$ cat src/wb_bus_pkg.sv
package wb_bus_pkg;

  // address windows behind the router, the last one is reserved
  localparam int N_SLAVES = 4;
  // register banks actually fitted, windows 0 to 2
  localparam int N_DEVICES = 3;

  // watchdog limit in cycles spent waiting on a slave
  localparam int TIMEOUT_CYCLES = 12;
  localparam int TIMER_W = $clog2(TIMEOUT_CYCLES);

  // register bank depth and word index width
  localparam int REG_WORDS = 64;
  localparam int REG_IDX_W = $clog2(REG_WORDS);

  // wide enough for the slowest bank
  localparam int WAIT_CNT_W = 4;

  typedef logic [31:0] wb_addr_t;
  typedef logic [31:0] wb_data_t;
  typedef logic [3:0] wb_sel_t;
  typedef logic [N_SLAVES-1:0] slave_mask_t;
  typedef logic [TIMER_W-1:0] timer_cnt_t;
  typedef logic [WAIT_CNT_W-1:0] wait_cnt_t;

  // last count value before expiry
  localparam timer_cnt_t TIMER_LAST = timer_cnt_t'(TIMEOUT_CYCLES - 1);

  // inclusive window bounds
  localparam wb_addr_t SLAVE_BASE [N_SLAVES] = '{
    32'h0000_0000, 32'h0000_1000, 32'h0000_2000, 32'h0000_3000
  };
  localparam wb_addr_t SLAVE_HIGH [N_SLAVES] = '{
    32'h0000_00FF, 32'h0000_10FF, 32'h0000_20FF, 32'h0000_30FF
  };

  // ack delay of each fitted bank
  localparam int SLAVE_WAIT [N_DEVICES] = '{0, 2, 5};

  // dispatch controller states
  typedef enum logic [1:0] {
    IDLE,
    WAIT,
    DRAIN
  } arb_state_t;

endpackage

$ cat src/wb_addr_decode.sv
`timescale 1ns/1ps

module wb_addr_decode (
  input  logic                   wb_clk_i,
  input  logic                   wb_rst_i,
  input  logic                   cyc_i,
  input  logic                   stb_i,
  input  logic                   we_i,
  input  wb_bus_pkg::wb_sel_t    sel_i,
  input  wb_bus_pkg::wb_addr_t   adr_i,
  input  wb_bus_pkg::wb_data_t   dat_i,
  output logic                   cyc_o,
  output logic                   stb_o,
  output logic                   we_o,
  output wb_bus_pkg::wb_sel_t    sel_o,
  output wb_bus_pkg::wb_data_t   dat_o,
  output wb_bus_pkg::slave_mask_t mask_o,
  output logic                   nomatch_o,
  output wb_bus_pkg::wb_addr_t   local_adr_o
);

  wb_bus_pkg::slave_mask_t match;
  wb_bus_pkg::wb_addr_t    local_adr;

  // all windows compared in parallel
  always_comb begin
    wb_bus_pkg::wb_addr_t off;
    match = '0;
    local_adr = adr_i;
    for (int i = 0; i < wb_bus_pkg::N_SLAVES; i++) begin
      // offset into window i, wraps when below the base
      off = adr_i - wb_bus_pkg::SLAVE_BASE[i];
      match[i] = off <= (wb_bus_pkg::SLAVE_HIGH[i] - wb_bus_pkg::SLAVE_BASE[i]);
      if (match[i]) begin
        local_adr = off;
      end
    end
  end

  // control side of the stage
  always_ff @(posedge wb_clk_i) begin
    if (wb_rst_i) begin
      cyc_o     <= 1'b0;
      stb_o     <= 1'b0;
      mask_o    <= '0;
      nomatch_o <= 1'b0;
    end else begin
      cyc_o     <= cyc_i;
      stb_o     <= stb_i;
      mask_o    <= match;
      nomatch_o <= ~|match;
    end
  end

  // payload follows the control by the same cycle
  always_ff @(posedge wb_clk_i) begin
    we_o        <= we_i;
    sel_o       <= sel_i;
    dat_o       <= dat_i;
    local_adr_o <= local_adr;
  end

  // windows must never overlap
  a_mask_onehot : assert property (@(posedge wb_clk_i) disable iff (wb_rst_i)
    $onehot0(mask_o));

endmodule

$ cat config.mk
export PLATFORM = sky130hd
export DESIGN_NAME = wb_addr_decode
export DESIGN_NICKNAME = d
export VERILOG_FILES = /design/src/wb_bus_pkg.sv /design/src/wb_addr_decode.sv
export SDC_FILE = /design/constraint.sdc
export NUM_CORES = 1
export LEC_CHECK = 0
export BUFFER_PORTS_ARGS = -buffer_cell sky130_fd_sc_hd__buf_2
export CAP_MARGIN = 15
export CORE_MARGIN = 8
export CORE_UTILIZATION = 39
export CTS_CLUSTER_DIAMETER = 60
export DETAILED_ROUTE_END_ITERATION = 8
export PLACE_DENSITY = 0.79
export SYNTH_ARGS = -nofsm -noshare
export SYNTH_HDL_FRONTEND = slang
export SYNTH_SLANG_ARGS = --single-unit
$ cat constraint.sdc
create_clock -name wb_clk_i -period 2.2 [get_ports wb_clk_i]
set_input_delay 0.11 -clock wb_clk_i [delete_from_list [all_inputs] [get_ports wb_clk_i]]
set_output_delay 0.11 -clock wb_clk_i [all_outputs]
set_load 0.01 [all_outputs]
==> run_results.csv <==
group,metric,value,unit
setup_path,crit_path_end_kind,"register",
drt,wl_per_cell,20.9,um
clocking,clk_pin_slew,0.08,ns
setup_path,crit_buf_inv,2,
die,rows,30,
finish,areaGrowthSynthToFinish,69.6,%
worst_hold_path,hold_end,"mask_o[1]",
timing,period_share,98.7,%
synth,synth-seq-cells,76,
finish,instances_no_fill,560,
clocking,numCtsBuffers,9,
clocking,cts_tree,"done",
place,numPortBuffers,148,
setup_path,crit_fanout,6,
pwr,p_leak,0.00212,uW
pwr,power.share.clock,41.2,%
finish,drive_above_1_share,45.7,%
grt,grt_max_degree,14,
timing,relSlewSlack,69.5,%
setup_path,path_cells,"dlygate4sd3_1 -> buf_2 -> nor4b_1 -> and4b_1 -> o2111ai_1 -> nor4_2 -> nand3_2 -> a31oi_1 -> a2bb2oi_1",
clocking,cts_root_buffer,"clkbuf_8",
drt,wirelength,11700,um
pwr,p_switching,802,uW
clocking,cts_max_path_buffers,2,
setup_path,arrival,2.44,ns
grt,antenna_found_initial,1,
timing,hold_viol_final,0,
die,core,6760,um^2
drt,vias,2822,
synth,syn_inst,241,
timing,tns,0,ns
synth,syn_area,2690,um^2
die,dieWidth,99.1,um
pwr,vdd_drop_max,0.322,mV
timing,finalSetupViolations,0,
synth,synth_nets,321,
drt,dr.pass1.iters,4,
timing,period_needed,2.17,ns
setup_path,crit_type,"input port to register",
flow_run,max-cap-violations,0,
drt,vias_per_cell,5.04,
place,post_dp_cell_area,3680,um^2
pwr,p_int,2510,uW
setup_path,critPathRequiredTime,2.47,ns
pwr,combPwrFrac,14.4,%
drt,drc,0,
worst_hold_path,worstHoldPathCells,2,
timing,worst_pin_slew,0.453,ns
timing,clock.fmax,461,MHz
drt,drt.antenna.violating_nets,0,
setup_path,crit_start,"adr_i[30]",
place,gp_congestion,0.998,
die,die_height,99.1,um
finish,fin_nets,554,
worst_hold_path,worstHoldStart,"wb_rst_i",
synth,synth.distinct_cells,57,
synth,seq_area_frac_synth,56.5,%
pwr,cellPowerDensity,725,nW/um^2
finish,ff_latch_area,1520,um^2
die,start_util,39.9,%
place,dp_cells,482,
grt,grt_pass1_wl,17600,um
clocking,h-tree-depth,3,
synth,synth_edf_count,0,
die,die_area,9820,um^2
setup_path,cpLargestDelayFamily,"simple AND/OR/NAND/NOR gates",
pwr,switching_share,24.2,%
finish,layout_commonest_cell,"buf_2",
status,outcome,"completed",
pwr,seq_power_share,44.4,%
clocking,cts.sinks,76,
timing,drv_slew,0,
grt,grt-ovfl-total,0,
finish,fillers,466,
setup_path,start_kind,"input port",
clocking,postCtsSetupRepairBufs,0,
synth,synth_ff_type,"dfxtp_1",
synth,ys_warn_count,0,
setup_path,slowest_delay,0.55,ns
pwr,power,3310,uW
drt,drt_iter0_markers,211,
finish,final_cell_mix,"148 x buf_2, 76 x dfxtp_1, 61 x dlygate4sd3_1",
die,io_pins,149,
finish,multi_input_area,1030,um^2
setup_path,slowest_stage,"dlygate4sd3_1",
synth,synth_area_per_cell,11.2,um^2
synth,synthArstFlopShare,0,%
finish,final_cell_area,4570,um^2
grt,grt_use_total,23.0,%
grt,grt_pass1_vias,3011,
worst_hold_path,hold_path.class,"input port to register",
place,hpwl,7200,um
-- what timing repair did --
| action | CTS | global route |
|---|---|---|
| hold buffers | 61 | 0 |
| resized for setup | 0 | 2 |
| hold endpoints to repair | 61 | 0 |
| setup endpoints to repair | 0 | 6 |
-- worst max path at each step --
stage,to,cells after the start
final,local_adr_o[13],9
after global routing,local_adr_o[13],9
after CTS,local_adr_o[13],9
after detailed placement,local_adr_o[13],8
after global placement,local_adr_o[13],10
after floorplan,local_adr_o[13],10
-- synth_stat cells, types with 2 or more instances --
master	number	area, um^2
dfxtp_1	76	1520
clkbuf_1	16	60.1
nor2_1	12	45.0
nor3_1	10	50.1
nand4_1	9	56.3
nor4_1	8	50.1
ha_1	7	87.6
inv_1	7	26.3
nand3_1	6	30.0
xnor2_1	6	52.6
nor2b_1	5	31.3
o21ai_0	5	25.0
buf_6	4	45.0
xor2_1	4	35.0
a21oi_1	3	15.0
a31oi_1	3	18.8
and3_1	3	18.8
nand2_1	3	11.3
nor3b_1	3	22.5
nor4_4	3	63.8
nor4b_1	3	26.3
or3_1	3	18.8
or4_4	3	33.8
a41o_1	2	20.0
nand2b_1	2	12.5
nand3b_1	2	15.0
o21a_1	2	15.0
o31ai_1	2	15.0
-- registers in the layout, indices dropped and copies added, names as in the netlist --
| name | cells |
|---|---|
| dat_o | 32 |
| local_adr_o | 32 |
| mask_o | 4 |
| sel_o | 4 |
| cyc_o | 1 |
| nomatch_o | 1 |
| stb_o | 1 |
| we_o | 1 |
-- power groups by stage --
stage / clock (uW) / combinational, uW / sequential, uW
after global placement: 0 / 362 / 1490
final: 1360 / 476 / 1470
after CTS: 1330 / 455 / 1460
after global routing: 1420 / 505 / 1470
after floorplan: 0 / 117 / 1530
after detailed placement: 0 / 366 / 1490
-- logic make-up after synthesis --
logic type | Yosys count | share of synthesized area, %
flip-flops | 76 | 56.5
buffers and inverters | 31 | 5.90
adder cells (fa/ha/maj) | 7 | 3.25
multiplexers | 1 | 0.418
XOR/XNOR | 11 | 3.86
AND/OR/NAND/NOR | 86 | 22.1
AO/OA/AOI/OAI | 29 | 7.95
-- area by class of cell --
type / count / share of cell area (%)
tap: 80 / 2.19
clock buffer: 11 / 3.32
antenna: 1 / 0.0548
sequential: 76 / 33.3
inverter: 7 / 0.575
timing repair buffer: 246 / 35.7
clock inverter: 5 / 2.36
multi-input combinational: 134 / 22.5
-- layer usage --
layer | routed length (um) | vias up | GRT usage (%) | part of all wire (%)
li1 | - | 1321 | - | -
met4 | 446 | 2 | 10.9 | 3.8
met2 | 5660 | 168 | 39.6 | 48
met1 | 4570 | 1306 | 26.0 | 39
met3 | 1030 | 25 | 6.15 | 8.8
met5 | 13 | - | 0 | 0.11
-- per-stage QoR --
| step | hold slack, ns | util, % | worst slack, ns |
|---|---|---|---|
| after global routing | 0.0138 | 67.6 | -0.0180 |
| final | 0.0232 | 67.6 | 0.0292 |
| after detailed placement | 0.214 | 54.5 | -0.0652 |
| after CTS | 0.0110 | 67.4 | 0.0350 |
| after floorplan | 0.138 | - | 0.0197 |
| after global placement | 0.213 | 54.5 | -0.0491 |
Note: power is estimated with default switching activity, not from simulation.
