**config.mk**
```make
export PLATFORM = sky130hd
export DESIGN_NAME = wbs_sub_arbiter
export DESIGN_NICKNAME = d
export VERILOG_FILES = /design/src/wb_bus_pkg.sv /design/src/wbs_sub_arbiter.sv
export SDC_FILE = /design/constraint.sdc
export NUM_CORES = 1
export LEC_CHECK = 0
export ABC_AREA = 1
export BUFFER_PORTS_ARGS = -buffer_cell sky130_fd_sc_hd__buf_2
export CORE_MARGIN = 10
export CORE_UTILIZATION = 45
export CTS_CLUSTER_SIZE = 10
export DETAILED_ROUTE_END_ITERATION = 10
export PLACE_DENSITY_LB_ADDON = 0.3
export SYNTH_ARGS = -nofsm -noshare
export SYNTH_HDL_FRONTEND = slang
export SYNTH_SLANG_ARGS = --single-unit
```
**constraint.sdc**
```tcl
create_clock -name wb_clk_i -period 3 [get_ports wb_clk_i]
set_clock_uncertainty 0.05 [all_clocks]
set_input_delay 0.45 -clock wb_clk_i [delete_from_list [all_inputs] [get_ports wb_clk_i]]
set_output_delay 0.45 -clock wb_clk_i [all_outputs]
set_load 0.03 [all_outputs]
```
**src/wb_bus_pkg.sv**
```systemverilog
package wb_bus_pkg;

  // address windows behind the router, the last one is reserved
  localparam int N_SLAVES = 4;
  // register banks actually fitted, windows 0 to 2
  localparam int N_DEVICES = 3;

  // watchdog limit in cycles spent waiting on a slave
  localparam int TIMEOUT_CYCLES = 12;
  localparam int TIMER_W = $clog2(TIMEOUT_CYCLES);

  // register bank depth and word index width
  localparam int REG_WORDS = 64;
  localparam int REG_IDX_W = $clog2(REG_WORDS);

  // wide enough for the slowest bank
  localparam int WAIT_CNT_W = 4;

  typedef logic [31:0] wb_addr_t;
  typedef logic [31:0] wb_data_t;
  typedef logic [3:0] wb_sel_t;
  typedef logic [N_SLAVES-1:0] slave_mask_t;
  typedef logic [TIMER_W-1:0] timer_cnt_t;
  typedef logic [WAIT_CNT_W-1:0] wait_cnt_t;

  // last count value before expiry
  localparam timer_cnt_t TIMER_LAST = timer_cnt_t'(TIMEOUT_CYCLES - 1);

  // inclusive window bounds
  localparam wb_addr_t SLAVE_BASE [N_SLAVES] = '{
    32'h0000_0000, 32'h0000_1000, 32'h0000_2000, 32'h0000_3000
  };
  localparam wb_addr_t SLAVE_HIGH [N_SLAVES] = '{
    32'h0000_00FF, 32'h0000_10FF, 32'h0000_20FF, 32'h0000_30FF
  };

  // ack delay of each fitted bank
  localparam int SLAVE_WAIT [N_DEVICES] = '{0, 2, 5};

  // dispatch controller states
  typedef enum logic [1:0] {
    IDLE,
    WAIT,
    DRAIN
  } arb_state_t;

endpackage

```
**src/wbs_sub_arbiter.sv**
```systemverilog
`timescale 1ns/1ps

module wbs_sub_arbiter (
  input  logic                                             wb_clk_i,
  input  logic                                             wb_rst_i,
  // decoded request
  input  logic                                             req_cyc_i,
  input  logic                                             req_stb_i,
  input  logic                                             req_we_i,
  input  wb_bus_pkg::wb_sel_t                              req_sel_i,
  input  wb_bus_pkg::wb_data_t                             req_dat_i,
  input  wb_bus_pkg::slave_mask_t                          req_mask_i,
  input  logic                                             req_nomatch_i,
  input  wb_bus_pkg::wb_addr_t                             req_adr_i,
  // watchdog
  input  logic                                             expired_i,
  output logic                                             timer_en_o,
  // slave side
  input  wb_bus_pkg::slave_mask_t                          wbs_ack_i,
  input  wb_bus_pkg::wb_data_t [wb_bus_pkg::N_SLAVES-1:0]  wbs_dat_i,
  output wb_bus_pkg::slave_mask_t                          wbs_cyc_o,
  output wb_bus_pkg::slave_mask_t                          wbs_stb_o,
  output logic                                             wbs_we_o,
  output wb_bus_pkg::wb_sel_t                              wbs_sel_o,
  output wb_bus_pkg::wb_addr_t                             wbs_adr_o,
  output wb_bus_pkg::wb_data_t                             wbs_dat_o,
  // master side
  output logic                                             wbm_ack_o,
  output logic                                             wbm_err_o,
  output wb_bus_pkg::wb_data_t                             wbm_dat_o
);

  wb_bus_pkg::arb_state_t state;
  wb_bus_pkg::slave_mask_t active;
  wb_bus_pkg::slave_mask_t ack_q;
  wb_bus_pkg::wb_data_t [wb_bus_pkg::N_SLAVES-1:0] dat_q;
  wb_bus_pkg::wb_data_t rd_word;
  logic req;
  logic issue;
  logic ack_hit;
  logic err_q;

  assign req = req_cyc_i && req_stb_i;
  // new request that maps to a window
  assign issue = (state == wb_bus_pkg::IDLE) && req && !req_nomatch_i;
  // registered ack from the slave we are waiting on
  assign ack_hit = (state == wb_bus_pkg::WAIT) && |(ack_q & active);
  // watchdog runs only while a slave owes us an answer
  assign timer_en_o = (state == wb_bus_pkg::WAIT);

  // mux read data by the latched one-hot mask
  always_comb begin
    rd_word = '0;
    for (int i = 0; i < wb_bus_pkg::N_SLAVES; i++) begin
      rd_word = rd_word | (dat_q[i] & {32{active[i]}});
    end
  end

  // main FSM
  always_ff @(posedge wb_clk_i) begin
    if (wb_rst_i) begin
      state     <= wb_bus_pkg::IDLE;
      active    <= '0;
      wbs_cyc_o <= '0;
      wbs_stb_o <= '0;
      err_q     <= 1'b0;
    end else begin
      // err is a single pulse
      err_q <= 1'b0;
      case (state)
        wb_bus_pkg::IDLE: begin
          if (req && req_nomatch_i) begin
            // nothing at that address
            err_q <= 1'b1;
            state <= wb_bus_pkg::DRAIN;
          end else if (issue) begin
            active    <= req_mask_i;
            wbs_cyc_o <= req_mask_i;
            wbs_stb_o <= req_mask_i;
            state     <= wb_bus_pkg::WAIT;
          end
        end
        wb_bus_pkg::WAIT: begin
          if (ack_hit) begin
            wbs_cyc_o <= '0;
            wbs_stb_o <= '0;
            state     <= wb_bus_pkg::DRAIN;
          end else if (expired_i) begin
            // slave never answered, drop the cycle
            wbs_cyc_o <= '0;
            wbs_stb_o <= '0;
            err_q     <= 1'b1;
            state     <= wb_bus_pkg::DRAIN;
          end
        end
        wb_bus_pkg::DRAIN: begin
          // stale copy of the finished request still in the pipe
          if (!req) begin
            state <= wb_bus_pkg::IDLE;
          end
        end
        default: begin
          state <= wb_bus_pkg::IDLE;
        end
      endcase
    end
  end

  // shared slave payload, latched at issue
  always_ff @(posedge wb_clk_i) begin
    if (issue) begin
      wbs_we_o  <= req_we_i;
      wbs_sel_o <= req_sel_i;
      wbs_adr_o <= req_adr_i;
      wbs_dat_o <= req_dat_i;
    end
  end

  // ack return and response output registers
  always_ff @(posedge wb_clk_i) begin
    if (wb_rst_i) begin
      ack_q     <= '0;
      wbm_ack_o <= 1'b0;
      wbm_err_o <= 1'b0;
    end else begin
      ack_q     <= wbs_ack_i;
      wbm_ack_o <= ack_hit;
      wbm_err_o <= err_q;
    end
  end

  // read data path, no reset needed on the words
  always_ff @(posedge wb_clk_i) begin
    dat_q <= wbs_dat_i;
    if (ack_hit) begin
      wbm_dat_o <= rd_word;
    end
  end

  // one kind of response per request
  a_ack_err_excl : assert property (@(posedge wb_clk_i) disable iff (wb_rst_i)
    !(wbm_ack_o && wbm_err_o));

  // strobes live exactly as long as WAIT
  a_stb_only_wait : assert property (@(posedge wb_clk_i) disable iff (wb_rst_i)
    (state != wb_bus_pkg::WAIT) |-> (wbs_stb_o == '0));

endmodule

```
==> results.py <==
metrics = {
    "final_layout": {
        "number_of_non_filler_instances_in_the_completed_layout": 1216,
        "multi_input_comb_area_sq_um": 1060,
        "layout_stage_area_growth_over_the_synthesis_result_pct": 54.5,
        "final_layout_size_suffix_gt1_share_pct": 37.6,
        "layout.area.seq_sq_um": 5940,
        "final_stage_net_count": 1188,
        "number_of_fill_cells": 1066,
        "postLayoutCoreUtil_pct": 70.3,
    },
    "setup_path": {
        "worstPathMaxFanout": 9,
        "timing.setup.critical_path_class": "flip-flop to output port",
        "worst_path_largest_cell_delay_ns": 0.41,
        "worstRegToRegCells": 4,
        "worst_path_max_delay_cell": "dfxtp_1",
        "path_cells": "inv_2 -> nand2_4 -> inv_2 -> buf_2",
        "crit_arrival_ns": 1.40,
        "cpMostUsedCell": "inv_2",
        "crit_required_ns": 2.50,
        "crit_path_launch_type": "flip-flop",
        "end_kind": "output port",
    },
    "routing": {
        "routed_wl_um": 24300,
        "post_detailed_route_count_of_antenna_violating_nets": 0,
        "avgRoutedWirePerCell_um": 20.0,
        "drt_pre_antenna_iters": 6,
        "detail_route.vias_per_cell": 4.68,
        "drcViolationCount": 0,
        "total_number_of_vias": 5692,
        "initialDrtViolationCount": 249,
    },
    "synthesis": {
        "synthCells": 513,
        "syn-num-nets": 724,
        "synth.lib_cells_used.distinct": 21,
        "synthesized_cell_area_sq_um": 7180,
        "yosys_synthesis_warning_count": 0,
        "ys_seq_area_share_pct": 82.7,
        "synth-seq-cells": 246,
        "synthesis.area_per_instance_sq_um": 14.0,
    },
    "sta": {
        "highest_clock_rate_mhz": 526,
        "final-hold-violation-count": 0,
        "min_period_over_period_pct": 63.4,
        "grt_setup_unrepaired": "false",
        "relSlewSlack_pct": 69.4,
        "maxSlewViolCount": 0,
        "final_setup_fails": 0,
        "fin_crit_ns": 1.90,
        "setup-tns-final_ns": 0,
        "timing_worst_slew_pin_value_ns": 0.459,
    },
    "floorplan": {
        "i_o_pins": 323,
        "floorplan.die.height_um": 146,
        "starting_density_pct": 45.5,
        "area_enclosed_by_the_die_boundary_sq_um": 21400,
        "die_width_um": 146,
        "rows": 46,
        "coreArea_sq_um": 15800,
    },
    "placement": {
        "placed_instances": 1035,
        "dpl.hpwl_um": 14700,
        "portBuffers": 322,
        "gp_routability_congestion": 0.830,
    },
    "grt": {
        "gr-usage-all-layers_pct": 21.6,
        "antenna_violations_before_repair": 4,
        "grt_overflow_total": 0,
        "largest_net_degree_at_the_start_of_global_routing": 54,
        "met2_layer_usage_reported_by_global_route_pct": 36.5,
        "grt_pass1_wl_um": 36400,
        "grt_use_met1_pct": 24.3,
        "globalRoute.busiestLayer": "met2",
        "grtUsageMet3_pct": 8.84,
        "vias_in_the_first_global_route": 6128,
    },
    "clock_network": {
        "tritoncts": "built",
        "worstSkewPairLatency_ns": 0.52,
        "clkTransAtPathRegs_ns": 0.06,
        "cts_post_setup_buffers_inserted": 0,
        "clockBufferDepth": 3,
        "cts_made_buffers": 28,
        "numClockSinks": 246,
        "post_cts_resize_count": 0,
        "clock_tree.htree_level_count": 1,
        "clk_root_buffer_cell": "clkbuf_16",
    },
    "status": {
        "status": "completed",
    },
    "pwr": {
        "powerDensity_nw_per_um2": 655,
        "power.static_leakage_uw": 0.00482,
        "power.ir.vdd_worst_mv": 0.537,
        "finalPower_uw": 7270,
    },
    "worst_hold_path": {
        "timing.hold.worst_path_depth": 1,
        "worstHoldPathType": "input pin to flip-flop",
    },
    "job": {
        "max_capacitance_violation_count": 0,
    },
}
## final timing paths
kind / to / from / slack [ns]
worst max-delay path: timer_en_o / state[1]$_SDFFE_PP0P_ / 1.10
worst min-delay path: wbs_dat_o[22]$_DFFE_PP_ / req_dat_i[22] / 0.06
worst max register to register: wbs_dat_o[17]$_DFFE_PP_ / state[1]$_SDFFE_PP0P_ / 1.26
worst min register to register: wbm_err_o$_SDFF_PP0_ / err_q$_SDFF_PP0_ / 0.36
## synth_stat cells, drive strengths merged
| cell type | count | share of area [%] |
|---|---|---|
| a21oi | 7 | 0.49 |
| buf | 9 | 1.1 |
| clkbuf | 13 | 0.68 |
| dfxtp | 145 | 40 |
| edfxtp | 101 | 42 |
| inv | 17 | 0.89 |
| nand2 | 163 | 9.3 |
| nand3 | 9 | 0.80 |
| nand4 | 32 | 2.8 |
| nor2 | 16 | 1.2 |
| nor3 | 1 | 0.070 |
## cell usage in the layout (no fill, tap or decap), drive strengths merged
| cell type | instances |
|---|---|
| nor3 | 1 |
| clkbuf | 49 |
| nand2 | 163 |
| edfxtp | 101 |
| dlygate4sd3 | 128 |
| buf | 328 |
| clkinv | 1 |
| inv | 17 |
| dfxtp | 145 |
| nand3 | 9 |
| diode | 3 |
| nand4 | 32 |
| nor2 | 16 |
| a21oi | 7 |
## routing by layer
metal / up-vias / share of wire, %
met4: 2 / 2.6
met3: 60 / 11
met2: 342 / 48
met5: - / 0.045
met1: 2641 / 38
li1: 2647 / -
## cell type report
type	count	area share [%]
antenna	3	0.0677
clock buffer	49	7.22
clock inverter	1	0.0451
inverter	17	0.575
multi-input combinational	228	9.53
sequential	246	53.5
tap	216	2.44
timing repair buffer	456	26.6
## worst max-delay path, delay by kind of cell, from the launching register on
kind	cells	cell delay, ns
AND/OR/NAND/NOR	1	0.15
flip-flops	1	0.41
buffers and inverters	3	0.32
## per-stage QoR
stage	hold WS, ns	worst slack [ns]	instance area (sq um)
after floorplan	0.338	0.537	7180
after global placement	0.348	1.12	9000
after detailed placement	0.350	1.09	9000
after CTS	0.0306	1.08	11100
after global routing	0.0320	1.02	11100
final	0.0568	1.10	11100
## logic make-up after synthesis
family	count (synthesis)	synth area share (%)
compound gates	7	0.488
flops	246	82.7
buf+inv	39	2.68
simple gates	221	14.1
## power breakdown
part / switching (uW) / internal (uW) / total, uW
combinational: 288 / 275 / 563
clock: 1240 / 1780 / 3020
sequential: 47.5 / 3630 / 3680
## sequential cells by signal, indices dropped and copies added, names as in the netlist
signal and flops:
err_q 1, wbs_we_o 1, wbs_stb_o 4, wbm_err_o 1
dat_q 128, wbm_dat_o 32, active 4, wbm_ack_o 1
wbs_sel_o 4, ack_q 4, state 2, wbs_dat_o 32
wbs_adr_o 32
## timing repair
action	4_1_cts	5_1_grt
hold buffers	128	0
setup endpoints to repair	0	0
endpoints found under the hold margin	128	0
(Power assumes the default switching activity.)
