`config.mk`:
```
export PLATFORM = sky130hd
export DESIGN_NAME = wb_bus_timeout
export DESIGN_NICKNAME = d
export VERILOG_FILES = /design/src/wb_bus_pkg.sv /design/src/wb_bus_timeout.sv
export SDC_FILE = /design/constraint.sdc
export NUM_CORES = 1
export LEC_CHECK = 0
export BUFFER_PORTS_ARGS = -buffer_cell sky130_fd_sc_hd__buf_2
export CAP_MARGIN = 20
export CORE_AREA = 4 4 41 43
export CTS_CLUSTER_SIZE = 20
export DETAILED_ROUTE_END_ITERATION = 7
export DIE_AREA = 0 0 45 47
export PLACE_DENSITY = 0.41
export SETUP_SLACK_MARGIN = 0.4
export SYNTH_ARGS = -nofsm -noshare
export SYNTH_HDL_FRONTEND = slang
export SYNTH_SLANG_ARGS = --single-unit
```
`constraint.sdc`:
```
create_clock -name wb_clk_i -period 1.1 [get_ports wb_clk_i]
set_input_delay 0.275 -clock wb_clk_i [delete_from_list [all_inputs] [get_ports wb_clk_i]]
set_output_delay 0.275 -clock wb_clk_i [all_outputs]
set_load 0.03 [all_outputs]
```
`src/wb_bus_pkg.sv`:
```
package wb_bus_pkg;

  // address windows behind the router, the last one is reserved
  localparam int N_SLAVES = 4;
  // register banks actually fitted, windows 0 to 2
  localparam int N_DEVICES = 3;

  // watchdog limit in cycles spent waiting on a slave
  localparam int TIMEOUT_CYCLES = 12;
  localparam int TIMER_W = $clog2(TIMEOUT_CYCLES);

  // register bank depth and word index width
  localparam int REG_WORDS = 64;
  localparam int REG_IDX_W = $clog2(REG_WORDS);

  // wide enough for the slowest bank
  localparam int WAIT_CNT_W = 4;

  typedef logic [31:0] wb_addr_t;
  typedef logic [31:0] wb_data_t;
  typedef logic [3:0] wb_sel_t;
  typedef logic [N_SLAVES-1:0] slave_mask_t;
  typedef logic [TIMER_W-1:0] timer_cnt_t;
  typedef logic [WAIT_CNT_W-1:0] wait_cnt_t;

  // last count value before expiry
  localparam timer_cnt_t TIMER_LAST = timer_cnt_t'(TIMEOUT_CYCLES - 1);

  // inclusive window bounds
  localparam wb_addr_t SLAVE_BASE [N_SLAVES] = '{
    32'h0000_0000, 32'h0000_1000, 32'h0000_2000, 32'h0000_3000
  };
  localparam wb_addr_t SLAVE_HIGH [N_SLAVES] = '{
    32'h0000_00FF, 32'h0000_10FF, 32'h0000_20FF, 32'h0000_30FF
  };

  // ack delay of each fitted bank
  localparam int SLAVE_WAIT [N_DEVICES] = '{0, 2, 5};

  // dispatch controller states
  typedef enum logic [1:0] {
    IDLE,
    WAIT,
    DRAIN
  } arb_state_t;

endpackage

```
`src/wb_bus_timeout.sv`:
```
`timescale 1ns/1ps

module wb_bus_timeout (
  input  logic wb_clk_i,
  input  logic wb_rst_i,
  input  logic enable_i,
  output logic expired_o
);

  wb_bus_pkg::timer_cnt_t count;

  // counts enabled cycles and holds at the limit
  always_ff @(posedge wb_clk_i) begin
    if (wb_rst_i) begin
      count <= '0;
    end else if (!enable_i) begin
      count <= '0;
    end else if (count != wb_bus_pkg::TIMER_LAST) begin
      count <= count + 1'b1;
    end
  end

  // high on the limit-th cycle of a continuous enable
  assign expired_o = enable_i && (count == wb_bus_pkg::TIMER_LAST);

  // no expiry before a full limit of enabled cycles
  a_expiry_after_limit : assert property (@(posedge wb_clk_i) disable iff (wb_rst_i)
    expired_o |-> $past(enable_i, wb_bus_pkg::TIMEOUT_CYCLES - 1));

endmodule

```
==> impl_results.html, run 1 <==
<table>
<tr><th>Metric</th><th>Value</th></tr>
<tr><th colspan="2">Logic synthesis</th></tr>
<tr><td>Cell area after technology mapping</td><td>219.0 sq um</td></tr>
<tr><td>Dominant combinational cell family by area after synthesis</td><td>simple AND/OR/NAND/NOR gates</td></tr>
<tr><td>Cell count after synthesis</td><td>21</td></tr>
<tr><td>Synthesized area per cell</td><td>10.43 sq um</td></tr>
<tr><td>Total nets after synthesis</td><td>25</td></tr>
<tr><td>FF+latch count, synth</td><td>4</td></tr>
<tr><td>Compound-gate portion of the synthesized area</td><td>2.286%</td></tr>
<tr><td>Adder-cell share of the synthesized area</td><td>5.714%</td></tr>
<tr><td>Register area share after synthesis</td><td>36.57%</td></tr>
<tr><td>Xor/xnor cell area share of the yosys netlist</td><td>0%</td></tr>
<tr><td>Share of synthesized cell area in and, or, nand and nor gates</td><td>approximately two fifths</td></tr>
<tr><td>Portion of netlist area occupied by mux cells</td><td>13.71%</td></tr>
<tr><td>Library cells used by synthesis</td><td>11</td></tr>
<tr><td>Number of warnings reported in the yosys synthesis log</td><td>0</td></tr>
<tr><th colspan="2">Pwr</th></tr>
<tr><td>Leakage Power</td><td>0.1673 nW</td></tr>
<tr><td>Worst-case vdd ir drop</td><td>between 0.0003 and 0.0004 V</td></tr>
<tr><td>Cell-internal power</td><td>roughly 0.00029 W</td></tr>
<tr><td>Switching power as a share of total power</td><td>20.22%</td></tr>
<tr><td>Share of power burned in the clock network</td><td>49.0%</td></tr>
<tr><td>Areal power density over the cells</td><td>roughly 940 mW/mm^2</td></tr>
<tr><td>Combinational fraction of design power</td><td>8.9%</td></tr>
<tr><td>Net switching component of the power</td><td>0.00007367 W</td></tr>
<tr><td>Reg power frac</td><td>42.2%</td></tr>
<tr><th colspan="2">Finish</th></tr>
<tr><td>Largest registers ranked by flip-flop count</td><td>count (4)</td></tr>
<tr><td>Synth-to-Final Area Change</td><td>77.71%</td></tr>
<tr><td>Max FFs per register</td><td>4</td></tr>
<tr><td>Utilization after layout</td><td>29.90%</td></tr>
<tr><td>Layout Cells excl Fill</td><td>52</td></tr>
<tr><td>Most frequent standard cell in the layout excluding fill and tap cells</td><td>buf_4</td></tr>
<tr><td>Final net count</td><td>43</td></tr>
<tr><td>Ant. Diodes</td><td>0</td></tr>
<tr><td>Number of fill cells</td><td>147</td></tr>
<tr><td>Highest-count cells in the layout ignoring fill and taps</td><td>buf_4 (7), nand3b_1 (4), buf_6 (4)</td></tr>
<tr><td>Layout cell share with drive strength beyond 1</td><td>59.46%</td></tr>
<tr><td>Post-Layout Inst Area</td><td>389.1 sq um</td></tr>
<tr><td>Largest reg by FF count</td><td>count</td></tr>
<tr><th colspan="2">Drt</th></tr>
<tr><td>Met2 wirelength from detailed routing</td><td>300 microns</td></tr>
<tr><td>Total number of vias</td><td>roughly 220</td></tr>
<tr><td>Metal-1 WL</td><td>163 microns</td></tr>
<tr><td>Drt pass-1 iters</td><td>1</td></tr>
<tr><td>Routed wire length</td><td>roughly 480 microns</td></tr>
<tr><td>Initial DRC Count</td><td>0</td></tr>
<tr><td>Highest signal layer in the routed design</td><td>met3</td></tr>
<tr><td>Final ANT Viol Nets</td><td>0</td></tr>
<tr><td>Wire length per cell</td><td>9.269 microns</td></tr>
<tr><td>Sum of met3 wire segment lengths after detailed routing</td><td>between 15 and 20 microns</td></tr>
<tr><td>Via density per instance</td><td>4.212</td></tr>
<tr><td>DRC viols</td><td>0</td></tr>
<tr><th colspan="2">Place</th></tr>
<tr><td>PortBufs</td><td>3</td></tr>
<tr><td>Placed inst area</td><td>about 320 sq um</td></tr>
<tr><td>Total placed cells including tap cells</td><td>45</td></tr>
<tr><td>Gp weighted congestion</td><td>0.6293</td></tr>
<tr><th colspan="2">Global route</th></tr>
<tr><td>Vias in the first global route</td><td>216</td></tr>
<tr><td>Global-route wire length before repair</td><td>876 microns</td></tr>
<tr><td>Total track usage</td><td>under 10%</td></tr>
<tr><td>Global route total overflow</td><td>0</td></tr>
<tr><td>Maximum number of pins on one net before global-route repair</td><td>9</td></tr>
<tr><td>Antenna violations before repair</td><td>0</td></tr>
<tr><th colspan="2">Die</th></tr>
<tr><td>Die outline area</td><td>0.002115 sq mm</td></tr>
<tr><td>Vert. Die Dim</td><td>47 microns</td></tr>
<tr><td>Count of pins on the block boundary</td><td>4</td></tr>
<tr><td>Initial Utilization</td><td>16.83%</td></tr>
<tr><td>Placeable core region</td><td>roughly 0.0013 sq mm</td></tr>
<tr><td>Cell row count</td><td>13</td></tr>
<tr><td>Width of the die</td><td>between 40 and 50 microns</td></tr>
<tr><th colspan="2">Setup path</th></tr>
<tr><td>Classification of the worst setup path</td><td>flip-flop to output pin</td></tr>
<tr><td>Crit path max-delay cell type</td><td>dfxtp_2</td></tr>
<tr><td>Type of element launching the critical path</td><td>flip-flop</td></tr>
<tr><td>Data arrival, critical path</td><td>roughly 1.2 ns</td></tr>
<tr><td>Cell chain of the critical path</td><td>ha_4 -&gt; and3b_2 -&gt; and2_4 -&gt; buf_6</td></tr>
<tr><td>Highest fanout seen on the critical path</td><td>2</td></tr>
<tr><td>Capturing element type of the critical path</td><td>output pin</td></tr>
<tr><td>Critical Path RT</td><td>0.82 ns</td></tr>
<tr><td>Gate family responsible for the most delay along the worst path</td><td>simple AND/OR/NAND/NOR gates</td></tr>
<tr><td>Largest stage delay on the critical path</td><td>0.32 ns</td></tr>
<tr><td>Crit path buffers/inverters</td><td>1</td></tr>
<tr><th colspan="2">Timing</th></tr>
<tr><td>Transition time at the pin with the least slew margin</td><td>0.1162 ns</td></tr>
<tr><td>Number of pins exceeding their max-slew limit in the final report</td><td>0</td></tr>
<tr><td>Sum Neg Setup Slack</td><td>-0.8075 ns</td></tr>
<tr><td>Count of final hold-check violations</td><td>0</td></tr>
<tr><td>Worst-case headroom to the max-slew limit</td><td>92.03%</td></tr>
<tr><td>Share of the clock period used by the worst path after layout</td><td>131.3%</td></tr>
<tr><td>Final worst path period need</td><td>1.444 ns</td></tr>
<tr><td>Setup Skew</td><td>0.0005847 ns</td></tr>
<tr><td>Top achievable clock speed</td><td>0.6923 GHz</td></tr>
<tr><td>Number of setup violations in the final report</td><td>4</td></tr>
<tr><td>Setup repair after global routing missed its margin</td><td>yes</td></tr>
<tr><td>Worst path setup slack after routing</td><td>-0.3444 ns</td></tr>
<tr><th colspan="2">Status</th></tr>
<tr><td>Outcome</td><td>complete, but fails checks</td></tr>
<tr><td>Failing checks</td><td>setup timing</td></tr>
<tr><th colspan="2">Clocking</th></tr>
<tr><td>Later-pin clock latency in the skew report</td><td>0.23 ns</td></tr>
<tr><td>Clock tree from TritonCTS</td><td>yes</td></tr>
<tr><td>CTS max path bufs</td><td>2</td></tr>
<tr><td>Clock transition at path regs</td><td>0.04 ns</td></tr>
<tr><td>CTS hold repair buffers</td><td>0</td></tr>
<tr><td>Clock Tree Root</td><td>clkbuf_4</td></tr>
<tr><td>TritonCTS Buffers</td><td>3</td></tr>
<tr><td>CTS H-tree depth</td><td>1</td></tr>
<tr><td>Number of clock sinks seen by CTS</td><td>4</td></tr>
<tr><th colspan="2">Worst hold path</th></tr>
<tr><td>Worst hold-check path type</td><td>input port to flip-flop</td></tr>
<tr><th colspan="2">Run</th></tr>
<tr><td>Total of max-cap violations</td><td>0</td></tr>
</table>
[worst reg2reg max path, delay by kind of cell, from the launching register on]
family,cells,cell delay (ns)
flip-flops,1,0.32
buffers and inverters,3,0.36
adder cells (fa/ha/maj),1,0.15
multiplexers,1,0.11
AND/OR/NAND/NOR,1,0.20
[final cells by class]
type	instances	area, sq um	share of cell area, %
well taps	15	18.77	4.823
flip-flops and latches	4	82.58	21.22
repair buffers	13	107.6	27.65
clock buffers	3	22.52	5.788
multi-input cells	17	157.7	40.51
[Yosys cell counts]
cell      count  area (sq um)
and2_2        1         7.510
or3b_1        3         26.28
nand3_1       1         5.000
ha_1          1         12.51
nand2b_1      1         6.260
nand3b_1      4         30.03
and3b_1       1         8.760
a21oi_1       1         5.000
dfxtp_1       4         80.08
or2b_1        1         7.510
mux2i_1       3         30.03
[timing repair]
action | 4_1_cts | 5_1_grt
buffers inserted | 2 | 2
resized for setup | 4 | 2
pin swaps | 2 | 1
setup endpoints to repair | 5 | 5
[path summary, 6_finish.rpt]
kind	slack, ns	depth (start not counted)	from	end
setup / recovery	-0.34	4	count[1]	expired_o
hold / removal	0.38	3	enable_i	count[0]
setup reg to reg	-0.16	6	count[1]	count[1]
hold reg to reg	0.61	3	count[3]	count[3]
[logic make-up (layout without fill, tap and decap cells)]
group,after synthesis,count (layout)
flops,4,4
mux,3,3
buf+inv,0,16
simple gates,12,12
compound gates,1,1
fa+ha+maj,1,1
[metrics by stage]
step | total power [W] | hold slack (ns) | worst slack (ns)
6_report | 0.0003644 | 0.3792 | -0.3444
5_1_grt | 0.0003929 | 0.3835 | -0.3758
4_1_cts | 0.0003762 | 0.3625 | -0.3566
3_5_place_dp | 0.0001863 | 0.6013 | -0.1355
3_3_place_gp | 0.0001839 | 0.5768 | -0.1334
2_1_floorplan | 0.0001692 | 0.4255 | -0.03774
[per-layer routing]
layer / global-route usage [%] / vias up
met3: 2.299 / 0
met5: 0 / -
met2: 10.45 / 3
met4: 8.772 / 0
met1: 5.204 / 106
li1: - / 110
[power groups by stage]
| stage | Combinational [W] | Clock, W | Sequential [W] |
|---|---|---|---|
| after floorplan | 0.0000129 | 0 | 0.000156 |
| after global placement | 0.0000284 | 0 | 0.000155 |
| after detailed placement | 0.0000304 | 0 | 0.000156 |
| after CTS | 0.0000313 | 0.000191 | 0.000154 |
| after global routing | 0.0000356 | 0.000203 | 0.000154 |
| final | 0.0000323 | 0.000178 | 0.000154 |
Power figures use the tool's default switching activity.
==> run 2, diff against run 1 <==
--- a/config.mk
+++ b/config.mk
@@ -7,12 +7,13 @@
 export LEC_CHECK = 0
 export BUFFER_PORTS_ARGS = -buffer_cell sky130_fd_sc_hd__buf_2
 export CAP_MARGIN = 20
-export CORE_AREA = 4 4 41 43
+export CORE_AREA = 2 2 39 41
 export CTS_CLUSTER_SIZE = 20
 export DETAILED_ROUTE_END_ITERATION = 7
-export DIE_AREA = 0 0 45 47
+export DIE_AREA = 0 0 41 43
 export PLACE_DENSITY = 0.41
 export SETUP_SLACK_MARGIN = 0.4
+export SKIP_LAST_GASP = 1
 export SYNTH_ARGS = -nofsm -noshare
 export SYNTH_HDL_FRONTEND = slang
 export SYNTH_SLANG_ARGS = --single-unit
==> constraint.sdc (replaced) <==
create_clock -name wb_clk_i -period 1.1 [get_ports wb_clk_i]
set_input_delay 0.11 -clock wb_clk_i [delete_from_list [all_inputs] [get_ports wb_clk_i]]
set_output_delay 0.11 -clock wb_clk_i [all_outputs]
set_load 0.03 [all_outputs]
==> impl_results.html, run 2 (synthesized netlist as in run 1, its figures left out) <==
<table>
<tr><th>Metric</th><th>Value</th></tr>
<tr><th colspan="2">Pwr</th></tr>
<tr><td>Net switching component of the power</td><td>0.00006717 W (-8.8%)</td></tr>
<tr><td>Worst-case vdd ir drop</td><td>0.0003975 V (+8.0%)</td></tr>
<tr><td>Share of power burned in the clock network</td><td>48.5% (-0.5 points)</td></tr>
<tr><td>Reg power frac</td><td>43.2% (+1.0 points)</td></tr>
<tr><td>Cell-internal power</td><td>0.0002888 W (-0.66%)</td></tr>
<tr><td>Combinational fraction of design power</td><td>8.3% (-0.6 points)</td></tr>
<tr><td>Leakage Power</td><td>0.1392 nW (-17%)</td></tr>
<tr><td>Areal power density over the cells</td><td>1027 mW/mm^2 (+9.7%)</td></tr>
<tr><td>Switching power as a share of total power</td><td>18.87% (-1.3 points)</td></tr>
<tr><th colspan="2">Setup path</th></tr>
<tr><td>Highest fanout seen on the critical path</td><td>2 (unchanged)</td></tr>
<tr><td>Crit path buffers/inverters</td><td>1 (unchanged)</td></tr>
<tr><td>Gate family responsible for the most delay along the worst path</td><td>flip-flops</td></tr>
<tr><td>Capturing element type of the critical path</td><td>output pin</td></tr>
<tr><td>Critical Path RT</td><td>0.99 ns (+0.17 ns)</td></tr>
<tr><td>Cell chain of the critical path</td><td>ha_4 -&gt; and3b_2 -&gt; and2_4 -&gt; buf_6</td></tr>
<tr><td>Largest stage delay on the critical path</td><td>0.32 ns (about the same)</td></tr>
<tr><td>Classification of the worst setup path</td><td>flip-flop to output pin</td></tr>
<tr><td>Type of element launching the critical path</td><td>flip-flop</td></tr>
<tr><td>Data arrival, critical path</td><td>1.16 ns (about the same)</td></tr>
<tr><td>Crit path max-delay cell type</td><td>dfxtp_2</td></tr>
<tr><th colspan="2">Status</th></tr>
<tr><td>Outcome</td><td>complete, but fails checks</td></tr>
<tr><td>Failing checks</td><td>setup timing</td></tr>
<tr><th colspan="2">Timing</th></tr>
<tr><td>Transition time at the pin with the least slew margin</td><td>0.1099 ns (-0.006327 ns)</td></tr>
<tr><td>Number of setup violations in the final report</td><td>3 (-1)</td></tr>
<tr><td>Top achievable clock speed</td><td>0.7871 GHz (+14%)</td></tr>
<tr><td>Share of the clock period used by the worst path after layout</td><td>115.5% (-16 points)</td></tr>
<tr><td>Setup Skew</td><td>0.0005840 ns (-0.0000006800 ns)</td></tr>
<tr><td>Number of pins exceeding their max-slew limit in the final report</td><td>0 (unchanged)</td></tr>
<tr><td>Sum Neg Setup Slack</td><td>-0.2264 ns (+0.5811 ns)</td></tr>
<tr><td>Final worst path period need</td><td>1.271 ns (-0.1738 ns)</td></tr>
<tr><td>Worst-case headroom to the max-slew limit</td><td>92.46% (+0.43 points)</td></tr>
<tr><td>Count of final hold-check violations</td><td>0 (unchanged)</td></tr>
<tr><td>Worst path setup slack after routing</td><td>-0.1705 ns (+0.1738 ns)</td></tr>
<tr><td>Setup repair after global routing missed its margin</td><td>yes</td></tr>
<tr><th colspan="2">Drt</th></tr>
<tr><td>Highest signal layer in the routed design</td><td>met3</td></tr>
<tr><td>Sum of met3 wire segment lengths after detailed routing</td><td>5 microns (-72%)</td></tr>
<tr><td>Final ANT Viol Nets</td><td>0 (unchanged)</td></tr>
<tr><td>Total number of vias</td><td>198 (-9.6%)</td></tr>
<tr><td>Drt pass-1 iters</td><td>4 (+3)</td></tr>
<tr><td>Metal-1 WL</td><td>175 microns (+7.4%)</td></tr>
<tr><td>DRC viols</td><td>0 (unchanged)</td></tr>
<tr><td>Initial DRC Count</td><td>2 (+2)</td></tr>
<tr><td>Met2 wirelength from detailed routing</td><td>242 microns (-19%)</td></tr>
<tr><td>Routed wire length</td><td>424 microns (-12%)</td></tr>
<tr><td>Wire length per cell</td><td>8.833 microns (-4.7%)</td></tr>
<tr><td>Via density per instance</td><td>4.125 (-2.1%)</td></tr>
<tr><th colspan="2">Place</th></tr>
<tr><td>Gp weighted congestion</td><td>0.6110 (-2.9%)</td></tr>
<tr><td>DP Wirelength</td><td>351.4 microns</td></tr>
<tr><td>Total placed cells including tap cells</td><td>43 (-4.4%)</td></tr>
<tr><td>Placed inst area</td><td>294.0 sq um (-6.7%)</td></tr>
<tr><td>Pre-CTS WS</td><td>0.02796 ns (+0.1635 ns)</td></tr>
<tr><td>PortBufs</td><td>3 (unchanged)</td></tr>
<tr><th colspan="2">Finish</th></tr>
<tr><td>Largest reg by FF count</td><td>count</td></tr>
<tr><td>Layout Cells excl Fill</td><td>48 (-7.7%)</td></tr>
<tr><td>Largest registers ranked by flip-flop count</td><td>count (4)</td></tr>
<tr><td>Ant. Diodes</td><td>0 (unchanged)</td></tr>
<tr><td>Highest-count cells in the layout ignoring fill and taps</td><td>nand3b_1 (4), buf_4 (4)</td></tr>
<tr><td>Post-Layout Inst Area</td><td>346.6 sq um (-11%)</td></tr>
<tr><td>Layout cell share with drive strength beyond 1</td><td>56.25% (-3.2 points)</td></tr>
<tr><td>Max FFs per register</td><td>4 (unchanged)</td></tr>
<tr><td>Final net count</td><td>38 (-12%)</td></tr>
<tr><td>Synth-to-Final Area Change</td><td>58.29%</td></tr>
<tr><td>Number of fill cells</td><td>156 (+6.1%)</td></tr>
<tr><th colspan="2">Die</th></tr>
<tr><td>Width of the die</td><td>41 microns (-8.9%)</td></tr>
<tr><td>Initial Utilization</td><td>15.82% (-1.0 points)</td></tr>
<tr><td>Count of pins on the block boundary</td><td>4 (unchanged)</td></tr>
<tr><td>Vert. Die Dim</td><td>43 microns (-8.5%)</td></tr>
<tr><td>Die outline area</td><td>0.001763 sq mm (-17%)</td></tr>
<tr><td>Cell row count</td><td>14 (+1)</td></tr>
<tr><td>Placeable core region</td><td>0.001384 sq mm (+6.3%)</td></tr>
<tr><th colspan="2">Global route</th></tr>
<tr><td>Maximum number of pins on one net before global-route repair</td><td>9 (unchanged)</td></tr>
<tr><td>Global route total overflow</td><td>0 (unchanged)</td></tr>
<tr><td>Antenna violations before repair</td><td>0 (unchanged)</td></tr>
<tr><td>Vias in the first global route</td><td>213 (-1.4%)</td></tr>
<tr><td>Total track usage</td><td>7.315% (+0.93 points)</td></tr>
<tr><td>Global-route wire length before repair</td><td>779 microns (-11%)</td></tr>
<tr><th colspan="2">Clocking</th></tr>
<tr><td>Clock transition at path regs</td><td>0.03 ns (about the same)</td></tr>
<tr><td>Clock tree from TritonCTS</td><td>yes</td></tr>
<tr><td>CTS H-tree depth</td><td>1 (unchanged)</td></tr>
<tr><td>Number of clock sinks seen by CTS</td><td>4 (unchanged)</td></tr>
<tr><td>Later-pin clock latency in the skew report</td><td>0.23 ns (about the same)</td></tr>
<tr><td>Clock Tree Root</td><td>clkbuf_4</td></tr>
<tr><td>TritonCTS Buffers</td><td>3 (unchanged)</td></tr>
<tr><td>CTS max path bufs</td><td>2 (unchanged)</td></tr>
<tr><td>CTS hold repair buffers</td><td>0 (unchanged)</td></tr>
<tr><th colspan="2">Run</th></tr>
<tr><td>Total of max-cap violations</td><td>0 (unchanged)</td></tr>
<tr><th colspan="2">Worst hold path</th></tr>
<tr><td>Worst hold-check path type</td><td>input port to flip-flop</td></tr>
</table>
-- run 2: per-layer routing --
metal	GRT usage (%)	vias to the layer above
met4	10.00	0
met1	7.029	95
met2	9.375	2
li1	-	101
met3	3.141	0
met5	0	-
-- run 2: through the flow --
step / utilization (%) / power, W / hold slack (ns)
final: 25.05 / 0.0003560 / 0.2012
after global placement: 21.25 / 0.0001832 / 0.4182
after CTS: 24.14 / 0.0003706 / 0.2019
after detailed placement: 21.25 / 0.0001849 / 0.4332
after floorplan: - / 0.0001692 / 0.2605
after global routing: 25.05 / 0.0003945 / 0.2021
-- run 2: tightest hold or removal path, delay by kind of cell --
kind | cells | cell delay (ns)
buffers and inverters | 1 | 0.12
and+or+nand+nor | 1 | 0.12
AOI/OAI and AO/OA | 1 | 0.03
-- run 2: path summary, 6_finish.rpt --
check | startpoint | end | slack (ns) | cells after the start
max | count[1] | expired_o | -0.17 | 4
min | wb_rst_i | count[2] | 0.20 | 3
max reg2reg | count[1] | count[0] | -0.03 | 5
min reg2reg | count[3] | count[3] | 0.50 | 2
-- run 2: layout make-up --
cell class                      count  area, sq um  share of cell area [%]
Clock buffer                        3        22.52                   6.498
Sequential cell                     4        83.83                   24.19
Tap cell                           16        20.02                   5.776
Multi-Input combinational cell     17        157.7                   45.49
Timing Repair Buffer                8        62.56                   18.05
-- run 2: timing repair --
item | 4_1_cts | 5_1_grt
buffers inserted | 1 | 1
pin swaps | 1 | 1
setup endpoints to repair | 5 | 5
hold endpoints to repair | 0 | 0
gates resized for setup | 3 | 2
-- run 2: power by group through the flow --
stage	Sequential, W	Combinational, W	Clock [W]
floorplan	0.000156	0.0000129	0
global placement	0.000156	0.0000276	0
detailed placement	0.000156	0.0000289	0
CTS	0.000154	0.0000303	0.000186
global route	0.000154	0.0000336	0.000207
finish	0.000154	0.0000294	0.000173
==> run 3, diff against run 2 <==
--- a/config.mk
+++ b/config.mk
@@ -8,10 +8,12 @@
 export BUFFER_PORTS_ARGS = -buffer_cell sky130_fd_sc_hd__buf_2
 export CAP_MARGIN = 20
 export CORE_AREA = 2 2 39 41
+export CTS_BUF_LIST = sky130_fd_sc_hd__clkbuf_8
 export CTS_CLUSTER_SIZE = 20
 export DETAILED_ROUTE_END_ITERATION = 7
 export DIE_AREA = 0 0 41 43
 export PLACE_DENSITY = 0.41
+export RECOVER_POWER = 50
 export SETUP_SLACK_MARGIN = 0.4
 export SKIP_LAST_GASP = 1
 export SYNTH_ARGS = -nofsm -noshare
==> impl_results.html, run 3 (synthesized netlist as in run 1, its figures left out) <==
<table>
<tr><th>Metric</th><th>Value</th></tr>
<tr><th colspan="2">Setup path</th></tr>
<tr><td>Highest fanout seen on the critical path</td><td>2 (unchanged)</td></tr>
<tr><td>Crit path buffers/inverters</td><td>1 (unchanged)</td></tr>
<tr><td>Data arrival, critical path</td><td>1.14 ns (-0.02 ns)</td></tr>
<tr><td>Type of element launching the critical path</td><td>flip-flop</td></tr>
<tr><td>Classification of the worst setup path</td><td>flip-flop to output pin</td></tr>
<tr><td>Capturing element type of the critical path</td><td>output pin</td></tr>
<tr><td>Cell chain of the critical path</td><td>ha_4 -&gt; and3b_2 -&gt; and2_4 -&gt; buf_6</td></tr>
<tr><td>Gate family responsible for the most delay along the worst path</td><td>flip-flops</td></tr>
<tr><td>Critical Path RT</td><td>0.99 ns (about the same)</td></tr>
<tr><td>Crit path max-delay cell type</td><td>dfxtp_2</td></tr>
<tr><td>Largest stage delay on the critical path</td><td>0.32 ns (about the same)</td></tr>
<tr><th colspan="2">Drt</th></tr>
<tr><td>Drt pass-1 iters</td><td>4 (unchanged)</td></tr>
<tr><td>Wire length per cell</td><td>9.000 microns (+1.9%)</td></tr>
<tr><td>Total number of vias</td><td>196 (-1.0%)</td></tr>
<tr><td>Routed wire length</td><td>432 microns (+1.9%)</td></tr>
<tr><td>Initial DRC Count</td><td>2 (unchanged)</td></tr>
<tr><td>Via density per instance</td><td>4.083 (-1.0%)</td></tr>
<tr><td>Final ANT Viol Nets</td><td>0 (unchanged)</td></tr>
<tr><td>DRC viols</td><td>0 (unchanged)</td></tr>
<tr><th colspan="2">Finish</th></tr>
<tr><td>Layout cell share with drive strength beyond 1</td><td>56.25% (unchanged)</td></tr>
<tr><td>Synth-to-Final Area Change</td><td>66.86%</td></tr>
<tr><td>Highest-count cells in the layout ignoring fill and taps</td><td>nand3b_1 (4), buf_4 (4)</td></tr>
<tr><td>Final net count</td><td>38 (unchanged)</td></tr>
<tr><td>Largest reg by FF count</td><td>count</td></tr>
<tr><td>Layout Cells excl Fill</td><td>48 (unchanged)</td></tr>
<tr><td>Max FFs per register</td><td>4 (unchanged)</td></tr>
<tr><td>Ant. Diodes</td><td>0 (unchanged)</td></tr>
<tr><td>Largest registers ranked by flip-flop count</td><td>count (4)</td></tr>
<tr><th colspan="2">Run</th></tr>
<tr><td>Total of max-cap violations</td><td>0 (unchanged)</td></tr>
<tr><th colspan="2">Clocking</th></tr>
<tr><td>Clock Tree Root</td><td>clkbuf_8</td></tr>
<tr><td>TritonCTS Buffers</td><td>3 (unchanged)</td></tr>
<tr><td>Number of clock sinks seen by CTS</td><td>4 (unchanged)</td></tr>
<tr><td>Later-pin clock latency in the skew report</td><td>0.21 ns (-0.02 ns)</td></tr>
<tr><td>CTS max path bufs</td><td>2 (unchanged)</td></tr>
<tr><td>CTS H-tree depth</td><td>1 (unchanged)</td></tr>
<tr><td>Clock tree from TritonCTS</td><td>yes</td></tr>
<tr><td>Clock transition at path regs</td><td>0.03 ns (about the same)</td></tr>
<tr><td>CTS hold repair buffers</td><td>0 (unchanged)</td></tr>
<tr><th colspan="2">Die</th></tr>
<tr><td>Placeable core region</td><td>0.001384 sq mm (unchanged)</td></tr>
<tr><td>Cell row count</td><td>14 (unchanged)</td></tr>
<tr><td>Vert. Die Dim</td><td>43 microns (unchanged)</td></tr>
<tr><td>Count of pins on the block boundary</td><td>4 (unchanged)</td></tr>
<tr><td>Width of the die</td><td>41 microns (unchanged)</td></tr>
<tr><td>Die outline area</td><td>0.001763 sq mm (unchanged)</td></tr>
<tr><td>Initial Utilization</td><td>15.82% (unchanged)</td></tr>
<tr><th colspan="2">Timing</th></tr>
<tr><td>Top achievable clock speed</td><td>0.7977 GHz (+1.4%)</td></tr>
<tr><td>Worst hold slack</td><td>0.2182 ns (+0.01702 ns)</td></tr>
<tr><td>Setup Skew</td><td>0.00006085 ns (-0.0005232 ns)</td></tr>
<tr><td>Worst-case headroom to the max-slew limit</td><td>92.22% (-0.24 points)</td></tr>
<tr><td>Count of final hold-check violations</td><td>0 (unchanged)</td></tr>
<tr><td>Number of pins exceeding their max-slew limit in the final report</td><td>0 (unchanged)</td></tr>
<tr><td>Share of the clock period used by the worst path after layout</td><td>114.0% (-1.5 points)</td></tr>
<tr><td>Transition time at the pin with the least slew margin</td><td>0.1134 ns (+0.003542 ns)</td></tr>
<tr><td>Final worst path period need</td><td>1.254 ns (-0.01695 ns)</td></tr>
<tr><td>Number of setup violations in the final report</td><td>3 (unchanged)</td></tr>
<tr><td>Worst path setup slack after routing</td><td>-0.1536 ns (+0.01695 ns)</td></tr>
<tr><td>Setup repair after global routing missed its margin</td><td>yes</td></tr>
<tr><th colspan="2">Worst hold path</th></tr>
<tr><td>Worst hold-check path type</td><td>input port to flip-flop</td></tr>
<tr><th colspan="2">Global route</th></tr>
<tr><td>Vias in the first global route</td><td>206 (-3.3%)</td></tr>
<tr><td>Global route total overflow</td><td>0 (unchanged)</td></tr>
<tr><td>Global-route wire length before repair</td><td>793 microns (+1.8%)</td></tr>
<tr><td>Antenna violations before repair</td><td>0 (unchanged)</td></tr>
<tr><td>Maximum number of pins on one net before global-route repair</td><td>9 (unchanged)</td></tr>
<tr><td>Total track usage</td><td>7.415% (+0.10 points)</td></tr>
<tr><th colspan="2">Place</th></tr>
<tr><td>DP Wirelength</td><td>351.4 microns (unchanged)</td></tr>
<tr><td>Total placed cells including tap cells</td><td>43 (unchanged)</td></tr>
<tr><td>PortBufs</td><td>3 (unchanged)</td></tr>
<tr><td>Gp weighted congestion</td><td>0.6110 (unchanged)</td></tr>
<tr><th colspan="2">Status</th></tr>
<tr><td>Failing checks</td><td>setup timing</td></tr>
<tr><td>Outcome</td><td>complete, but fails checks</td></tr>
<tr><th colspan="2">Pwr</th></tr>
<tr><td>Areal power density over the cells</td><td>1322 mW/mm^2 (+29%)</td></tr>
<tr><td>Worst-case vdd ir drop</td><td>0.0005181 V (+30%)</td></tr>
<tr><td>Leakage Power</td><td>0.1469 nW (+5.6%)</td></tr>
</table>
-- run 3: cell types whose count changed in the layout (fill, tap and decap cells not counted) --
cell,delta
clkbuf_4,-3
clkbuf_8,+3
-- run 3: routing by layer --
metal  vias to the layer above  routed length [microns]  track usage, %
met3                         0                        8           3.141
met1                        93                      179           7.348
li1                        101                        -               -
met4                         0                        0           10.00
met5                         -                        0               0
met2                         2                      244           9.375
-- run 3: worst reg2reg max path: stages (launching register included) --
cell     delay [ns]
dfxtp_2        0.32
ha_4           0.15
and3b_2        0.19
buf_4          0.13
buf_6          0.11
mux2i_1        0.11
-- run 3: report_power, final --
group          switching [W]  leakage [nW]  internal (W)
combinational      0.0000124        0.0916     0.0000171
sequential        0.00000347        0.0338      0.000151
clock              0.0000671        0.0216      0.000232
-- run 3: metrics by stage --
stage                     TNS, ns  setup slack (ns)  cell area, sq um  utilization, %  power [W]
after CTS                 -0.1759           -0.1663             352.8           25.50  0.0004951
after global placement          0           0.02755             294.0           21.25  0.0001832
after floorplan                 0            0.1273             236.5               -  0.0001692
after detailed placement        0           0.02796             294.0           21.25  0.0001849
after global routing      -0.3946           -0.1965             365.4           26.40  0.0005177
final                     -0.2097           -0.1536             365.4           26.40  0.0004830
-- run 3: repair_timing --
item	CTS	global route
resized for setup	3	2
pin swaps	1	1
buffers inserted	1	1
setup endpoints to repair	5	5
-- run 3: cell type report --
class	count	area, sq um
Clock buffer	3	41.29
Multi-Input combinational cell	17	157.7
Timing Repair Buffer	8	62.56
Fill cell	155	1018
Tap cell	16	20.02
Sequential cell	4	83.83
-- run 3: path summary, 6_finish.rpt --
path	startpoint	end	slack, ns	cells after the start
worst max-delay path	count[1]	expired_o	-0.15	4
worst min-delay path	wb_rst_i	count[2]	0.22	3
worst max register to register	count[1]	count[0]	-0.03	5
worst min register to register	count[3]	count[3]	0.50	2
